===== config.mk =====
export PLATFORM = sky130hd
export DESIGN_NAME = calc_top
export DESIGN_NICKNAME = d
export VERILOG_FILES = /design/src/calc_pkg.sv /design/src/keypad_scanner.sv /design/src/calc_controller.sv /design/src/calc_alu.sv /design/src/calc_top.sv
export SDC_FILE = /design/constraint.sdc
export NUM_CORES = 1
export LEC_CHECK = 0
export BUFFER_PORTS_ARGS = -buffer_cell sky130_fd_sc_hd__buf_4
export CORE_MARGIN = 1.5
export CORE_UTILIZATION = 34
export DETAILED_ROUTE_END_ITERATION = 10
export PLACE_DENSITY_LB_ADDON = 0.25
export SETUP_SLACK_MARGIN = 0.2
export SYNTH_ARGS = -nofsm -noshare
export SYNTH_HDL_FRONTEND = slang
export SYNTH_HIERARCHICAL = 1
export SYNTH_SLANG_ARGS = --single-unit

===== constraint.sdc =====
create_clock -name clk -period 4.5 [get_ports clk]
set_input_delay 0.675 -clock clk [delete_from_list [all_inputs] [get_ports clk]]
set_output_delay 0.675 -clock clk [all_outputs]
set_load 0.03 [all_outputs]

===== src/calc_pkg.sv =====
package calc_pkg;

    // operand entry limits
    localparam int OPERAND_W  = 16;                  // signed operand width
    localparam int RESULT_W   = 32;                  // signed result / display width
    localparam int MAX_DIGITS = 4;                   // decimal digits per operand

    // keypad timing
    localparam int DEBOUNCE_CYCLES = 10;             // consecutive pressed cycles to accept

    // derived counter widths
    localparam int DEB_CNT_W   = $clog2(DEBOUNCE_CYCLES + 1);
    localparam int DIGIT_CNT_W = $clog2(MAX_DIGITS + 1);
    localparam int MUL_CNT_W   = $clog2(OPERAND_W);  // one step per multiplier bit

    // what a decoded key means
    typedef enum logic [2:0] {
        KEY_DIGIT,                                   // 0..9, value in digit field
        KEY_ADD,
        KEY_SUB,
        KEY_MUL,
        KEY_EQUAL,
        KEY_NEG,                                     // sign change of current entry
        KEY_CLEAR,
        KEY_NONE
    } key_kind_t;

    // arithmetic unit opcodes
    typedef enum logic [1:0] {
        OP_ADD,
        OP_SUB,
        OP_MUL,
        OP_NONE                                      // no pending operator
    } alu_op_t;

    // held key request from scanner to controller
    typedef struct packed {
        key_kind_t  kind;                            // [7:5]
        logic [3:0] digit;                           // [4:1] only meaningful for digits
        logic       valid;                           // [0] held until key_read
    } key_event_t;

endpackage


===== src/keypad_scanner.sv =====
`timescale 1ns/1ps

module keypad_scanner (
    input  logic                 clk,
    input  logic                 nRST,
    input  logic [3:0]           row_in,    // active low rows
    output logic [3:0]           col_out,   // one column driven low
    output calc_pkg::key_event_t key,
    input  logic                 key_read   // one-cycle ack from controller
);
    import calc_pkg::*;

    typedef enum logic [1:0] {
        SCAN,                                   // walk columns
        DEBOUNCE,                               // column frozen, counting
        HOLD,                                   // key reported, waiting for ack
        RELEASE                                 // wait for all rows high
    } scan_state_t;

    scan_state_t          state;
    logic [1:0]           col_idx;              // driven column
    logic [1:0]           row_idx;              // row latched at accept
    logic [DEB_CNT_W-1:0] deb_cnt;              // pressed cycles so far
    logic                 pressed;
    logic [3:0]           key_idx;              // row * 4 + col

    // lowest row reading low
    function automatic logic [1:0] low_row(input logic [3:0] rows);
        logic [1:0] r;
        r = 2'd0;
        for (int i = 3; i >= 0; i--) begin
            if (!rows[i]) begin
                r = 2'(i);
            end
        end
        return r;
    endfunction

    assign pressed = (row_in != 4'b1111);       // any row pulled low
    assign col_out = ~(4'b0001 << col_idx);     // 1110 after reset
    assign key_idx = {row_idx, col_idx};        // column stays frozen through HOLD

    always_ff @(posedge clk or negedge nRST) begin
        if (!nRST) begin
            state   <= SCAN;
            col_idx <= 2'd0;
            row_idx <= 2'd0;
            deb_cnt <= '0;
        end else begin
            case (state)
                SCAN: begin
                    if (pressed) begin
                        state   <= DEBOUNCE;    // freeze column here
                        deb_cnt <= DEB_CNT_W'(1); // first pressed cycle counts
                    end else begin
                        col_idx <= col_idx + 2'd1;
                    end
                end
                DEBOUNCE: begin
                    if (!pressed) begin
                        state   <= SCAN;        // bounce, drop it
                        deb_cnt <= '0;
                    end else if (deb_cnt == DEB_CNT_W'(DEBOUNCE_CYCLES - 1)) begin
                        state   <= HOLD;        // valid rises with this edge
                        row_idx <= low_row(row_in);
                    end else begin
                        deb_cnt <= deb_cnt + DEB_CNT_W'(1);
                    end
                end
                HOLD: begin
                    if (key_read) begin
                        state <= RELEASE;       // valid drops next edge
                    end
                end
                RELEASE: begin
                    if (!pressed) begin
                        state   <= SCAN;
                        deb_cnt <= '0;
                    end
                end
                default: state <= SCAN;
            endcase
        end
    end

    // key index to kind and digit, only while holding
    always_comb begin
        key.valid = (state == HOLD);
        key.kind  = KEY_NONE;
        key.digit = 4'd0;
        if (state == HOLD) begin
            case (key_idx)
                4'd3:    key.kind = KEY_ADD;
                4'd7:    key.kind = KEY_SUB;
                4'd11:   key.kind = KEY_MUL;
                4'd12:   key.kind = KEY_EQUAL;
                4'd14:   key.kind = KEY_CLEAR;
                4'd15:   key.kind = KEY_NEG;
                default: key.kind = KEY_DIGIT;  // remaining ten keys
            endcase
            case (key_idx)
                4'd0:    key.digit = 4'd1;
                4'd1:    key.digit = 4'd2;
                4'd2:    key.digit = 4'd3;
                4'd4:    key.digit = 4'd4;
                4'd5:    key.digit = 4'd5;
                4'd6:    key.digit = 4'd6;
                4'd8:    key.digit = 4'd7;
                4'd9:    key.digit = 4'd8;
                4'd10:   key.digit = 4'd9;
                default: key.digit = 4'd0;      // 13 is zero, others unused
            endcase
        end
    end

endmodule


===== src/calc_controller.sv =====
`timescale 1ns/1ps

module calc_controller (
    input  logic                                 clk,
    input  logic                                 nRST,
    input  calc_pkg::key_event_t                 key,
    output logic                                 key_read,
    output logic                                 alu_start,
    output calc_pkg::alu_op_t                    alu_op,
    output logic signed [calc_pkg::OPERAND_W-1:0] alu_a,
    output logic signed [calc_pkg::OPERAND_W-1:0] alu_b,
    input  logic                                 alu_done,
    input  logic signed [calc_pkg::RESULT_W-1:0]  alu_result,
    output logic signed [calc_pkg::RESULT_W-1:0]  display_value,
    output logic                                 display_update
);
    import calc_pkg::*;

    typedef enum logic [1:0] {
        IDLE,                                       // ready for a key
        ACK,                                        // key_read high, key consumed
        WAIT_ALU                                    // arithmetic in flight
    } ctrl_state_t;

    ctrl_state_t                 state;
    logic signed [OPERAND_W-1:0] entry;             // operand being typed
    logic signed [OPERAND_W-1:0] entry_next;        // entry with new digit
    logic signed [OPERAND_W-1:0] entry_x10;
    logic signed [OPERAND_W-1:0] digit_val;
    logic signed [OPERAND_W-1:0] acc;               // left operand
    logic [DIGIT_CNT_W-1:0]      digit_cnt;         // digits in entry
    alu_op_t                     pending_op;
    alu_op_t                     key_op;            // operator of current key
    logic                        after_eq;          // last action was a result
    logic signed [RESULT_W-1:0]  last_result;

    assign key_read = (state == ACK);               // one cycle per accepted key
    assign alu_op   = pending_op;
    assign alu_a    = acc;
    assign alu_b    = entry;                        // both stable through WAIT_ALU

    // decimal shift of the entry
    assign digit_val  = OPERAND_W'(key.digit);
    assign entry_x10  = entry * OPERAND_W'(10);
    assign entry_next = entry[OPERAND_W-1] ? entry_x10 - digit_val  // negative grows downward
                                           : entry_x10 + digit_val;

    always_comb begin
        case (key.kind)
            KEY_ADD: key_op = OP_ADD;
            KEY_SUB: key_op = OP_SUB;
            KEY_MUL: key_op = OP_MUL;
            default: key_op = OP_NONE;
        endcase
    end

    always_ff @(posedge clk or negedge nRST) begin
        if (!nRST) begin
            state          <= IDLE;
            entry          <= '0;
            acc            <= '0;
            digit_cnt      <= '0;
            pending_op     <= OP_NONE;
            after_eq       <= 1'b0;
            last_result    <= '0;
            display_value  <= '0;
            display_update <= 1'b0;
            alu_start      <= 1'b0;
        end else begin
            display_update <= 1'b0;                 // pulses
            alu_start      <= 1'b0;
            case (state)
                IDLE: begin
                    if (key.valid) begin
                        state <= ACK;
                    end
                end
                ACK: begin
                    state <= IDLE;
                    case (key.kind)
                        KEY_DIGIT: begin
                            if (digit_cnt < DIGIT_CNT_W'(MAX_DIGITS)) begin
                                entry         <= entry_next;
                                digit_cnt     <= digit_cnt + DIGIT_CNT_W'(1);
                                display_value <= RESULT_W'(entry_next);
                            end else begin
                                display_value <= RESULT_W'(entry); // extra digit dropped
                            end
                            after_eq       <= 1'b0;
                            display_update <= 1'b1;
                        end
                        KEY_NEG: begin
                            entry          <= -entry;
                            display_value  <= -RESULT_W'(entry);
                            display_update <= 1'b1;
                        end
                        KEY_CLEAR: begin
                            entry          <= '0;
                            acc            <= '0;
                            digit_cnt      <= '0;
                            pending_op     <= OP_NONE;
                            after_eq       <= 1'b0;
                            display_value  <= '0;
                            display_update <= 1'b1;
                        end
                        KEY_ADD, KEY_SUB, KEY_MUL: begin
                            // empty entry right after a result chains on it
                            if (after_eq && digit_cnt == '0) begin
                                acc <= last_result[OPERAND_W-1:0];
                            end else begin
                                acc <= entry;
                            end
                            pending_op <= key_op;
                            entry      <= '0;
                            digit_cnt  <= '0;
                            after_eq   <= 1'b0;
                        end
                        KEY_EQUAL: begin
                            if (pending_op != OP_NONE) begin
                                alu_start <= 1'b1;  // acc op entry
                                state     <= WAIT_ALU;
                            end else begin
                                display_value  <= RESULT_W'(entry);
                                display_update <= 1'b1;
                            end
                        end
                        default: ;                  // KEY_NONE just acked
                    endcase
                end
                WAIT_ALU: begin
                    if (alu_done) begin
                        last_result    <= alu_result;
                        display_value  <= alu_result;
                        display_update <= 1'b1;
                        entry          <= '0;
                        digit_cnt      <= '0;
                        pending_op     <= OP_NONE;
                        after_eq       <= 1'b1;
                        state          <= IDLE;
                    end
                end
                default: state <= IDLE;
            endcase
        end
    end

endmodule


===== src/calc_alu.sv =====
`timescale 1ns/1ps

module calc_alu (
    input  logic                                 clk,
    input  logic                                 nRST,
    input  logic                                 start,
    input  calc_pkg::alu_op_t                    op,
    input  logic signed [calc_pkg::OPERAND_W-1:0] a,
    input  logic signed [calc_pkg::OPERAND_W-1:0] b,
    output logic                                 done,
    output logic signed [calc_pkg::RESULT_W-1:0]  result
);
    import calc_pkg::*;

    typedef enum logic {
        ALU_IDLE,
        ALU_MUL                                     // shift-add loop running
    } alu_state_t;

    alu_state_t                 state;
    logic [MUL_CNT_W-1:0]       iter;               // multiplier bit in use
    logic                       last_iter;
    logic signed [RESULT_W-1:0] a_ext;
    logic signed [RESULT_W-1:0] b_ext;
    logic [OPERAND_W-1:0]       mag_a;              // unsigned magnitudes
    logic [OPERAND_W-1:0]       mag_b;
    logic [RESULT_W-1:0]        mcand;              // shifted left each step
    logic [OPERAND_W-1:0]       mplier;             // shifted right each step
    logic [RESULT_W-1:0]        prod;
    logic [RESULT_W-1:0]        prod_next;
    logic                       neg;                // sign of the product

    assign a_ext     = RESULT_W'(a);                // sign extend
    assign b_ext     = RESULT_W'(b);
    assign mag_a     = a[OPERAND_W-1] ? -a : a;     // -32768 still fits unsigned
    assign mag_b     = b[OPERAND_W-1] ? -b : b;
    assign prod_next = mplier[0] ? prod + mcand : prod;
    assign last_iter = (iter == MUL_CNT_W'(OPERAND_W - 1));

    // control
    always_ff @(posedge clk or negedge nRST) begin
        if (!nRST) begin
            state <= ALU_IDLE;
            iter  <= '0;
            done  <= 1'b0;
        end else begin
            done <= 1'b0;
            case (state)
                ALU_IDLE: begin
                    if (start) begin
                        iter <= '0;
                        if (op == OP_MUL) begin
                            state <= ALU_MUL;
                        end else begin
                            done <= 1'b1;   // add/sub in one cycle
                        end
                    end
                end
                ALU_MUL: begin
                    iter <= iter + MUL_CNT_W'(1);
                    if (last_iter) begin
                        done  <= 1'b1;      // 17 cycles after start
                        state <= ALU_IDLE;
                    end
                end
                default: state <= ALU_IDLE;
            endcase
        end
    end

    // datapath
    always_ff @(posedge clk) begin
        if (state == ALU_IDLE && start) begin
            case (op)
                OP_ADD: result <= a_ext + b_ext;
                OP_SUB: result <= a_ext - b_ext;
                OP_MUL: begin
                    mcand  <= RESULT_W'(mag_a);
                    mplier <= mag_b;
                    prod   <= '0;
                    neg    <= a[OPERAND_W-1] ^ b[OPERAND_W-1];
                end
                default: result <= '0;
            endcase
        end else if (state == ALU_MUL) begin
            mcand  <= mcand << 1;
            mplier <= mplier >> 1;
            prod   <= prod_next;
            if (last_iter) begin
                result <= neg ? -signed'(prod_next) : signed'(prod_next); // sign applied last
            end
        end
    end

endmodule


===== src/calc_top.sv =====
`timescale 1ns/1ps

module calc_top (
    input  logic                                clk,
    input  logic                                nRST,
    input  logic [3:0]                          row_in,
    output logic [3:0]                          col_out,
    output logic signed [calc_pkg::RESULT_W-1:0] display_value,
    output logic                                display_update
);
    import calc_pkg::*;

    key_event_t                  key;           // held key request
    logic                        key_read;
    logic                        alu_start;
    alu_op_t                     alu_op;
    logic signed [OPERAND_W-1:0] alu_a;
    logic signed [OPERAND_W-1:0] alu_b;
    logic                        alu_done;
    logic signed [RESULT_W-1:0]  alu_result;

    keypad_scanner u_scanner (
        .clk      (clk),
        .nRST     (nRST),
        .row_in   (row_in),
        .col_out  (col_out),
        .key      (key),
        .key_read (key_read)
    );

    calc_controller u_ctrl (
        .clk            (clk),
        .nRST           (nRST),
        .key            (key),
        .key_read       (key_read),
        .alu_start      (alu_start),
        .alu_op         (alu_op),
        .alu_a          (alu_a),
        .alu_b          (alu_b),
        .alu_done       (alu_done),
        .alu_result     (alu_result),
        .display_value  (display_value),
        .display_update (display_update)
    );

    calc_alu u_alu (
        .clk    (clk),
        .nRST   (nRST),
        .start  (alu_start),
        .op     (alu_op),
        .a      (alu_a),
        .b      (alu_b),
        .done   (alu_done),
        .result (alu_result)
    );

endmodule


== Word level (Yosys, flattened, before mapping) ==
Memories as Yosys holds them, arrays and structs flattened.
Cells that the tools add are included.
Widths: inputs -> output; s select.
Operators by class
  add/subtract/negate cells: 13
  multiply operators: 1
  order comparisons: 1
  equal/unequal tests: 40
  shift operators: 1
  multiplexer cells: 79
  bitwise operators: 4
  reductions and logical operators: 31
Operators by type and width (number)
  $mux 32: 14
  $mux 16: 9
  $pmux 32 s4: 1
  $pmux 32 s3: 1
  $pmux 16 s2: 2
  $pmux 32 s2: 1
  $pmux 16 s3: 1
  $add 32x32->32: 1
  $neg 16->16: 2
  $neg 16->32: 1
  $neg 32->32: 1
  $mux 2: 14
  $eq 4x4->1 const B: 6
  $mux 4: 5
  $reduce_and 4->1: 5
  $pmux 3 s6: 1
  $add 16x16->17: 1
  $sub 16x16->17: 1
  $add 16x5->16: 1
  $mul 16x4->15 const B: 1
  $sub 16x5->16: 1
  $mux 1: 13
  $ne 2x2->1 const B: 6
  $pmux 2 s3: 2
  40 further kinds: 79
Storage, ports and cells
  flip-flop bits (word level): 219
  memory bits (read-only): 64
  bits of input ports: 6
  output and inout bits: 37
  memories kept: 1
Memory list
  (name not given): words 16, bits a word 4, rd ports 1, clocked after memory_dff 0, wr ports 0, line keypad_scanner.sv:101  | case (key_idx)

== Depth between registers and ports, before layout ==
Gate-level depths: netlist of the first run.
  depth after elaboration: 8
  depth in mapped cells: 16

== Hierarchy ==
Netlist of the first run, hierarchy kept.
By module, submodules not included
  calc_alu: times used 1, cells each 1020, area each 9369.0 um^2
  calc_controller: times used 1, cells each 713, area each 6309.8 um^2
  keypad_scanner: times used 1, cells each 96, area each 860.8 um^2

== Worst setup path before layout of the first run ==
Ideal clock, no wire load.
  kind: register -> register
  start: register u_ctrl.entry[1], in the netlist u_ctrl/alu_b[1]
  end: register u_alu/result[31] (netlist bit) (data pin)
  library setup time: 0.268 ns
  arrival time: 3.853 ns
  required time: 4.232 ns
  slack: 0.379 ns
  cell stages (with the launch flop): 17
  path buffers: 1
  period minus slack after synthesis: 4.121 ns
  path through: dfrtp_1 nor3_1 nand2_1 or3_1 or3_1 or3_1 nor3_1 nor2_1 xnor2_1 ha_1 nand3_1 nand2_1 a41oi_1 nor2_1 a211oi_2 buf_2 o211ai_1
Between the ends
  word-level cells in the longest chain between the ends: 3
Ends and longest elaborated chain
  start, declared: line calc_controller.sv:26  | logic signed [OPERAND_W-1:0] entry;
  start signal, assigned: line calc_controller.sv:83  | entry <= entry_next;
  start signal, assigned: line calc_controller.sv:93  | entry <= -entry;
  $sub 16x16->17 or $add 16x16->17 (tied branches): line calc_alu.sv:76, calc_alu.sv:75
  $pmux 32 s3 *: line calc_alu.sv:74  | case (op)
  $mux 32 *: line calc_alu.sv:73  | if (state == ALU_IDLE && start) begin
  end signal, assigned: line calc_alu.sv:75  | OP_ADD: result <= a_ext + b_ext;
  end signal, assigned: line calc_alu.sv:76  | OP_SUB: result <= a_ext - b_ext;
  end signal, assigned: line calc_alu.sv:90  | result <= neg ? -signed'(prod_next) : signed'(prod_next);
  end, declared: line calc_alu.sv:11  | output logic signed [calc_pkg::RESULT_W-1:0] result
Every way passes the cells marked *; elsewhere a longest branch is shown, timed or not.
A chain may end at the register's enable or synchronous reset.

== Final worst setup path of the first run ==
  start: register u_alu.mcand[0]
  end: register u_alu/result[25] (netlist bit) (data pin)
Between the ends
  word-level cells in the longest chain between the ends: 7
Ends and longest elaborated chain
  start, declared: line calc_alu.sv:27  | logic [RESULT_W-1:0] mcand;
  start signal, assigned: line calc_alu.sv:78  | mcand <= RESULT_W'(mag_a);
  start signal, assigned: line calc_alu.sv:86  | mcand <= mcand << 1;
  $add 32x32->32 *: line calc_alu.sv:37  | assign prod_next = mplier[0] ? prod + mcand : prod;
  $mux 32 *: line calc_alu.sv:37
  $neg 32->32: line calc_alu.sv:90
  $mux 32 *: line calc_alu.sv:90
  $mux 32 *: line calc_alu.sv:89  | if (last_iter) begin
  $mux 32 *: line calc_alu.sv:85  | end else if (state == ALU_MUL) begin
  $mux 32 *: line calc_alu.sv:73
Every way passes the cells marked *; elsewhere a longest branch is shown, timed or not. The select of a mux whose other input is x is not followed.

==> impl_results.md, run 1 <==
- Status: complete, no violations
- CP Max Fanout: 5
- Setup crit start kind: register
- Total grt overflow: 0
- Clock Skew: ~0.031 ns
- Register area: roughly 6000 µm²
- YS warnings: 6
- Tcrit/Tclk final: between 90 and 100%
- MaxCap Viol Count: 0
- Largest net degree at the start of global routing: 72
- Final worst slack: ~0.35 ns
- CP Data Arrival Time: between 4 and 5 ns
- Total GRT Usage: between 10% and 20%
- Unique cell type count in the Yosys netlist: about 110
- Total power: ~15 mW
- RSZ-0062 raised after global routing: true
- Rows: 80
- Multi-input gate area: approximately 10000 µm²
- Vias in the first global route: roughly 14000
- Starting density of the core: about a third
- Final Core Density: 39.14%
- Resized cells post-CTS: 0
- Reg2reg setup slack: between 0.3 and 0.4 ns
- Post-layout min period: slightly above 4 ns
- Clk sink count: between 200 and 250
- Clock tree root buffer cell: clkbuf_16
- Final Hold Fails: 0
- Final setup viols: 0
- Post-synth ARST share: between 40% and 50%
- First-pass GRT wire length: between 70 and 80 mm
- Crit path required time: about 4.8 ns
- Layout cells sized above 1: between 10% and 20%
- Yosys reg bits: 219
- Longest Clk Path Bufs: 3
- Hold_buf cts: 0
- Cells after Synth: 1829
- Max Clk Rate: approximately 240 MHz
- Antenna Nets Post-Route: 0
- Rel. slew slack: around a third
- Die Wd: about 220 µm
- Routed vias: between 10000 and 15000
- Crit path kind: register to register
- Diode count: 0
- Drt pass-1 iters: 5
- Mapped Nets: 1939
- Vias per cell: between 5 and 6
- Die Ht: 223.6 µm
- P_leak: 7.757 nW
- I/O pin cnt: 43
- Main flop type after synthesis: edfxtp_1
- Post-synth EDFFs: between 100 and 150
- Worst-margin pin slew: about 1 ns
- Clock Latency Late Sink: around 0.57 ns
- CTS tree: built
- Min-delay worst type: input pin to asynchronous set/reset pin
- Final setup TNS: 0 ns
- Final #Nets: between 1500 and 2000
- Overall routed net length: roughly 50 mm
- Power density over cell area: a little over 800 nW/µm²
- Remaining DRCs: 0
- Core area: between 40000 and 50000 µm²
- Syn-to-layout area delta: 13.22%
- Placed cells: roughly 2500
- Synthesized area: 16540 µm²
- RD Place Congestion: around 0.9
- Detail Placement HPWL: 36.51 mm
- Sequential share of the synthesized area: a little over a third
- Setup WS pre-CTS: 0.3560 ns
- Peak supply drop: between 0.4 and 0.5 mV
- CP endpoint kind: register
- H-tree levels: 1
- Post-CTS Setup Inserts: 0
- Initial drt markers: 1189
- Number of antenna violations at the first check in global routing: 0
- Final std cells w/o fill: between 2000 and 3000
- Final Max Tran Viols: 0
- Die area: between 40000 and 50000 µm²
- Clk slew on worst S/H paths: roughly 0.06 ns
- Filler cells: between 4000 and 5000
- Cells on worst reg2reg path: 12
- I/O Buffers: 42
- Synth Area per Inst: 9.043 µm²
- Post-DR wirelength/cell: ~20 µm
- Number of CTS-inserted buffers: 27
==> synthesized netlist by cell type (all sizes together), types with 26 or more instances <==
| library cell | number | area (µm²) |
|---|---|---|
| nand2 | 202 | 758.2 |
| o21ai | 169 | 857.1 |
| nor2 | 127 | 476.7 |
| edfxtp | 113 | 3393 |
| dfrtp | 104 | 2603 |
| ha | 99 | 1239 |
| a21oi | 79 | 406.6 |
| xor2 | 66 | 578.1 |
| clkbuf | 65 | 245.2 |
| nor3 | 60 | 305.3 |
| inv | 56 | 210.2 |
| nand3 | 56 | 280.3 |
| xnor2 | 53 | 464.2 |
| mux2i | 38 | 387.9 |
| nor2b | 34 | 212.7 |
| a21o | 31 | 240.2 |
| nand3b | 29 | 217.7 |
| mux2 | 27 | 311.5 |
| a31oi | 26 | 162.7 |
==> routing by layer <==
layer	wire, µm	up-vias	GRT usage (%)
li1	-	6923	-
met1	22580	7015	27.19
met2	22970	460	32.39
met3	2711	89	2.164
met4	1489	0	6.299
met5	0	-	0
==> registers in the layout, summed over array words and instances (netlist names), 2 cells and up, named ones only <==
signal / flops
u_alu/mcand: 32
u_alu/prod: 32
u_alu/result: 32
u_ctrl/display_value: 32
u_alu/mplier: 16
u_ctrl/alu_a: 16
u_ctrl/alu_b: 16
u_ctrl/last_result: 16
u_alu/iter: 4
u_scanner/deb_cnt: 4
u_ctrl/digit_cnt: 3
u_ctrl/alu_op: 2
u_ctrl/state: 2
u_scanner/col_idx: 2
u_scanner/row_idx: 2
==> layout by cell type (no fill, tap or decap), types with 16 or more instances in the layout <==
master       n
nand3_1     56
xnor2_1     53
o21a_1      16
nor3_1      56
xor2_1      66
clkbuf_16   27
a21o_1      30
nor2b_1     34
dfrtp_1    104
nand4_1     18
mux2i_1     36
o22ai_1     22
a21oi_1     76
inv_1       56
nand3b_1    29
nand2_1    201
nor2_1     126
mux2_2      23
o21ai_0    159
or3_1       17
buf_4      103
edfxtp_1   113
ha_1        98
a31oi_1     25
nand2b_1    25
==> critical path, stage by stage (launching register included) <==
cell and delay, ns:
edfxtp_1 0.39, ha_1 0.26, fa_1 0.44, a21o_1 0.23, a311oi_2 0.37, nor2_1 0.19, o41a_1 0.46, a21oi_1 0.17
a31oi_1 0.19, or4b_4 0.61, o31ai_2 0.25, xor2_1 0.24, o21ai_1 0.09
==> per-stage QoR <==
stage / area (µm²) / hold WS, ns
CTS: 18660 / 0.2746
global route: 18730 / 0.2985
global placement: 17780 / 0.4622
detailed placement: 17780 / 0.4805
floorplan: 16540 / 0.3794
finish: 18730 / 0.2257
==> area by class of cell <==
class | count | share of cell area (%)
Timing Repair Buffer | 103 | 4.129
Multi-Input combinational cell | 1467 | 53.56
Inverter | 58 | 1.163
Sequential cell | 219 | 32.30
Tap cell | 615 | 4.109
Clock inverter | 13 | 0.7150
Clock buffer | 37 | 4.022
==> kinds of logic (layout without fill, tap and decap cells) <==
| family | count (synthesis) | after routing | synth area share [%] |
|---|---|---|---|
| muxes | 65 | 65 | 4.229 |
| and+or+nand+nor | 663 | 663 | 20.09 |
| DFF | 219 | 219 | 36.57 |
| xor gates and xnor gates | 119 | 119 | 6.302 |
| buffers and inverters | 143 | 211 | 3.442 |
| AOI/OAI and AO/OA | 516 | 516 | 21.27 |
| adders and majority gates | 104 | 104 | 8.094 |
==> path summary, 6_finish.rpt <==
check	startpoint	to
setup / recovery	u_alu/mcand[0]	u_alu/result[25]
max in group asynchronous	nRST	u_ctrl/display_value[27]
hold / removal	nRST	u_scanner/col_idx[1]
hold reg to reg	u_ctrl/last_result[9]	u_ctrl/last_result[9]
min in group clk	row_in[0]	u_scanner/row_idx[0]
setup reg to reg	u_alu/mcand[0]	u_alu/result[25]
==> power breakdown <==
part / switching (mW) / internal [mW]
Combinational: 5.98 / 3.60
Sequential: 0.523 / 2.94
Clock: 0.899 / 1.29
No activity file was read; power rests on OpenSTA's default activity.
==> run 2: changes to the inputs <==
MAX_ROUTING_LAYER = met4   (was unset)
==> run 2 against run 1 <==
  * Clock power increased by 3%
  * Worst hold slack got worse by 0.062 ns
  * First-iteration DRC count decreased by 4.7%
  * Die area unchanged
  * Clock-buffer cell count increased by 8
  * Clock skew decreased by 0.0084 ns
  * Combinational power about the same
  * Via count decreased by 0.41%
  * Utilization increased by 0.063 points
  * Register-to-register slack improved by 0.05 ns
  * Routed wire length increased by 0.96%
  * Largest power group unchanged
==> impl_results.md, run 2 (synthesized netlist as in run 1, its figures left out) <==
- Status: complete, no violations
- Final setup viols: 0
- Worst-margin pin slew: between 0.9 and 1 ns
- CP dominant cell by count: or3_1
- Most common cell after layout, fill and taps aside: nand2_1
- I/O Buffers: 42
- P_leak: around 7.8 nW
- Peak supply drop: ~0.4 mV
- Total grt overflow: 0
- I/O pin cnt: 43
- Post-layout min period: between 4 and 5 ns
- Core area: between 40000 and 50000 µm²
- MaxCap Viol Count: 0
- Antenna Nets Post-Route: 0
- Cells on worst reg2reg path: 17
- RD Place Congestion: between 0.9 and 1
- Number of CTS-inserted buffers: 29
- Die area: approximately 50000 µm²
- Max Clk Rate: between 200 and 250 MHz
- Total power: 15.34 mW
- Crit path required time: approximately 4.8 ns
- Clock Skew: 0.02296 ns
- Fin area: 18760 µm²
- Min-delay worst type: input pin to asynchronous set/reset pin
- Largest net degree at the start of global routing: between 80 and 90
- CTS tree: built
- Final #Nets: approximately 2000
- Clock tree root buffer cell: clkbuf_16
- Remaining DRCs: 0
- Syn-to-layout area delta: 13.40%
- Crit path kind: register to register
- CP Max Fanout: 16
- CP endpoint kind: register
- Number of antenna violations at the first check in global routing: 0
- Total GRT Usage: between 20% and 30%
- Die Wd: roughly 220 µm
- Rel. slew slack: around a third
- Die Ht: about 220 µm
- Vias in the first global route: about 14000
- Final setup TNS: 0 ns
- CP peak stage delay: about 0.4 ns
- Detail Placement HPWL: ~37 mm
- Rows: 80
- Initial drt markers: 1133
- Starting density of the core: about a third
- Clock Latency Late Sink: about 0.58 ns
- Clk slew on worst S/H paths: 0.06 ns
- CP Cell Sequence: nor3_1 > nand2_1 > or3_1 > or3_1 > or3_1 > nor3_2 > buf_4 > nor2_1 > xnor2_1 > ha_1 > nand3_1 > nand2_1 > a41oi_2 > nor2_1 > a211oi_2 > buf_4 > o21ai_0
- Tcrit/Tclk final: about nine tenths
- RSZ-0062 raised after global routing: false
- Largest delay share family, worst path: simple AND/OR/NAND/NOR gates
- Drt pass-1 iters: 7
- Reg2reg start: u_ctrl/alu_b[0]
- First-pass GRT wire length: about 79 mm
- Final Hold Fails: 0
- Vias per cell: ~5.7
- Final Max Tran Viols: 0
- Setup crit start kind: register
- Worst hold slack: roughly 0.16 ns
- Power density over cell area: ~800 nW/µm²
- Most frequent cells in the layout: nand2_1, o21ai_0, nor2_1
- Longest Clk Path Bufs: 3
- Post-DR wirelength/cell: 19.94 µm
- Reg2reg setup slack: slightly below 0.4 ns
- Area post-placement: 17780 µm²
- Routed vias: 14430
- Filler cells: 4790
- Diode count: 0
- Setup WS pre-CTS: 0.2763 ns
- CP Data Arrival Time: about 4.4 ns
- Clk sink count: 219
- Layout cells sized above 1: ~13%
- Worst path slowest cell: or3_1
- H-tree levels: 1
- Overall routed net length: around 50 mm
- Worst Path Buf+Inv: 2
- Worst reg2reg endpoint: u_alu/result[16]
- Final worst slack: a little under 0.4 ns
==> run 2: stage by stage <==
step                instances  utilization (%)
floorplan                1829                -
global placement         2463            37.17
detailed placement       2463            37.17
CTS                      2517            39.07
global route             2519            39.20
finish                   2519            39.20
==> run 2: worst max path at each step <==
| stage | endpoint | slack, ns | cells after the start | from |
|---|---|---|---|---|
| finish | u_alu/result[16] | 0.40 | 17 | u_ctrl/alu_b[0] |
| global route | u_alu/result[16] | 0.20 | 17 | u_ctrl/alu_b[0] |
| CTS | u_alu/result[18] | 0.26 | 17 | u_ctrl/alu_b[0] |
| detailed placement | u_alu/result[18] | 0.28 | 17 | u_ctrl/alu_b[0] |
| global placement | u_alu/result[20] | 0.33 | 16 | u_ctrl/alu_b[1] |
| floorplan | u_alu/result[31] | 0.38 | 16 | u_ctrl/alu_b[1] |
==> run 2: area by class of cell <==
class,count,area [µm²],area share [%]
clock inverter,9,93.84,0.5003
tap,615,769.5,4.103
sequential,219,6048,32.25
multi-input combinational,1467,10010,53.39
clock buffer,45,817.0,4.356
timing repair buffer,106,795.8,4.243
inverter,58,217.7,1.161
==> run 2: metal layers <==
layer	GRT usage, %	wire [µm]	vias up
li1	-	-	6930
met2	32.14	23010	409
met5	-	0	-
met4	7.018	1676	0
met1	27.49	23290	6996
met3	2.033	2251	93
==> run 2: what timing repair did <==
action / 4_1_cts / 5_1_grt
setup endpoints to repair: 0 / 18
buffers inserted: 0 / 2
gates resized for setup: 0 / 10
hold buffers: 0 / 0
==> run 2: where the power goes <==
part           leakage [nW]  internal (mW)  total [mW]  switching [mW]
sequential             2.42           2.94        3.50           0.557
combinational          4.91           3.64        9.58            5.94
clock                 0.447           1.31        2.25           0.940
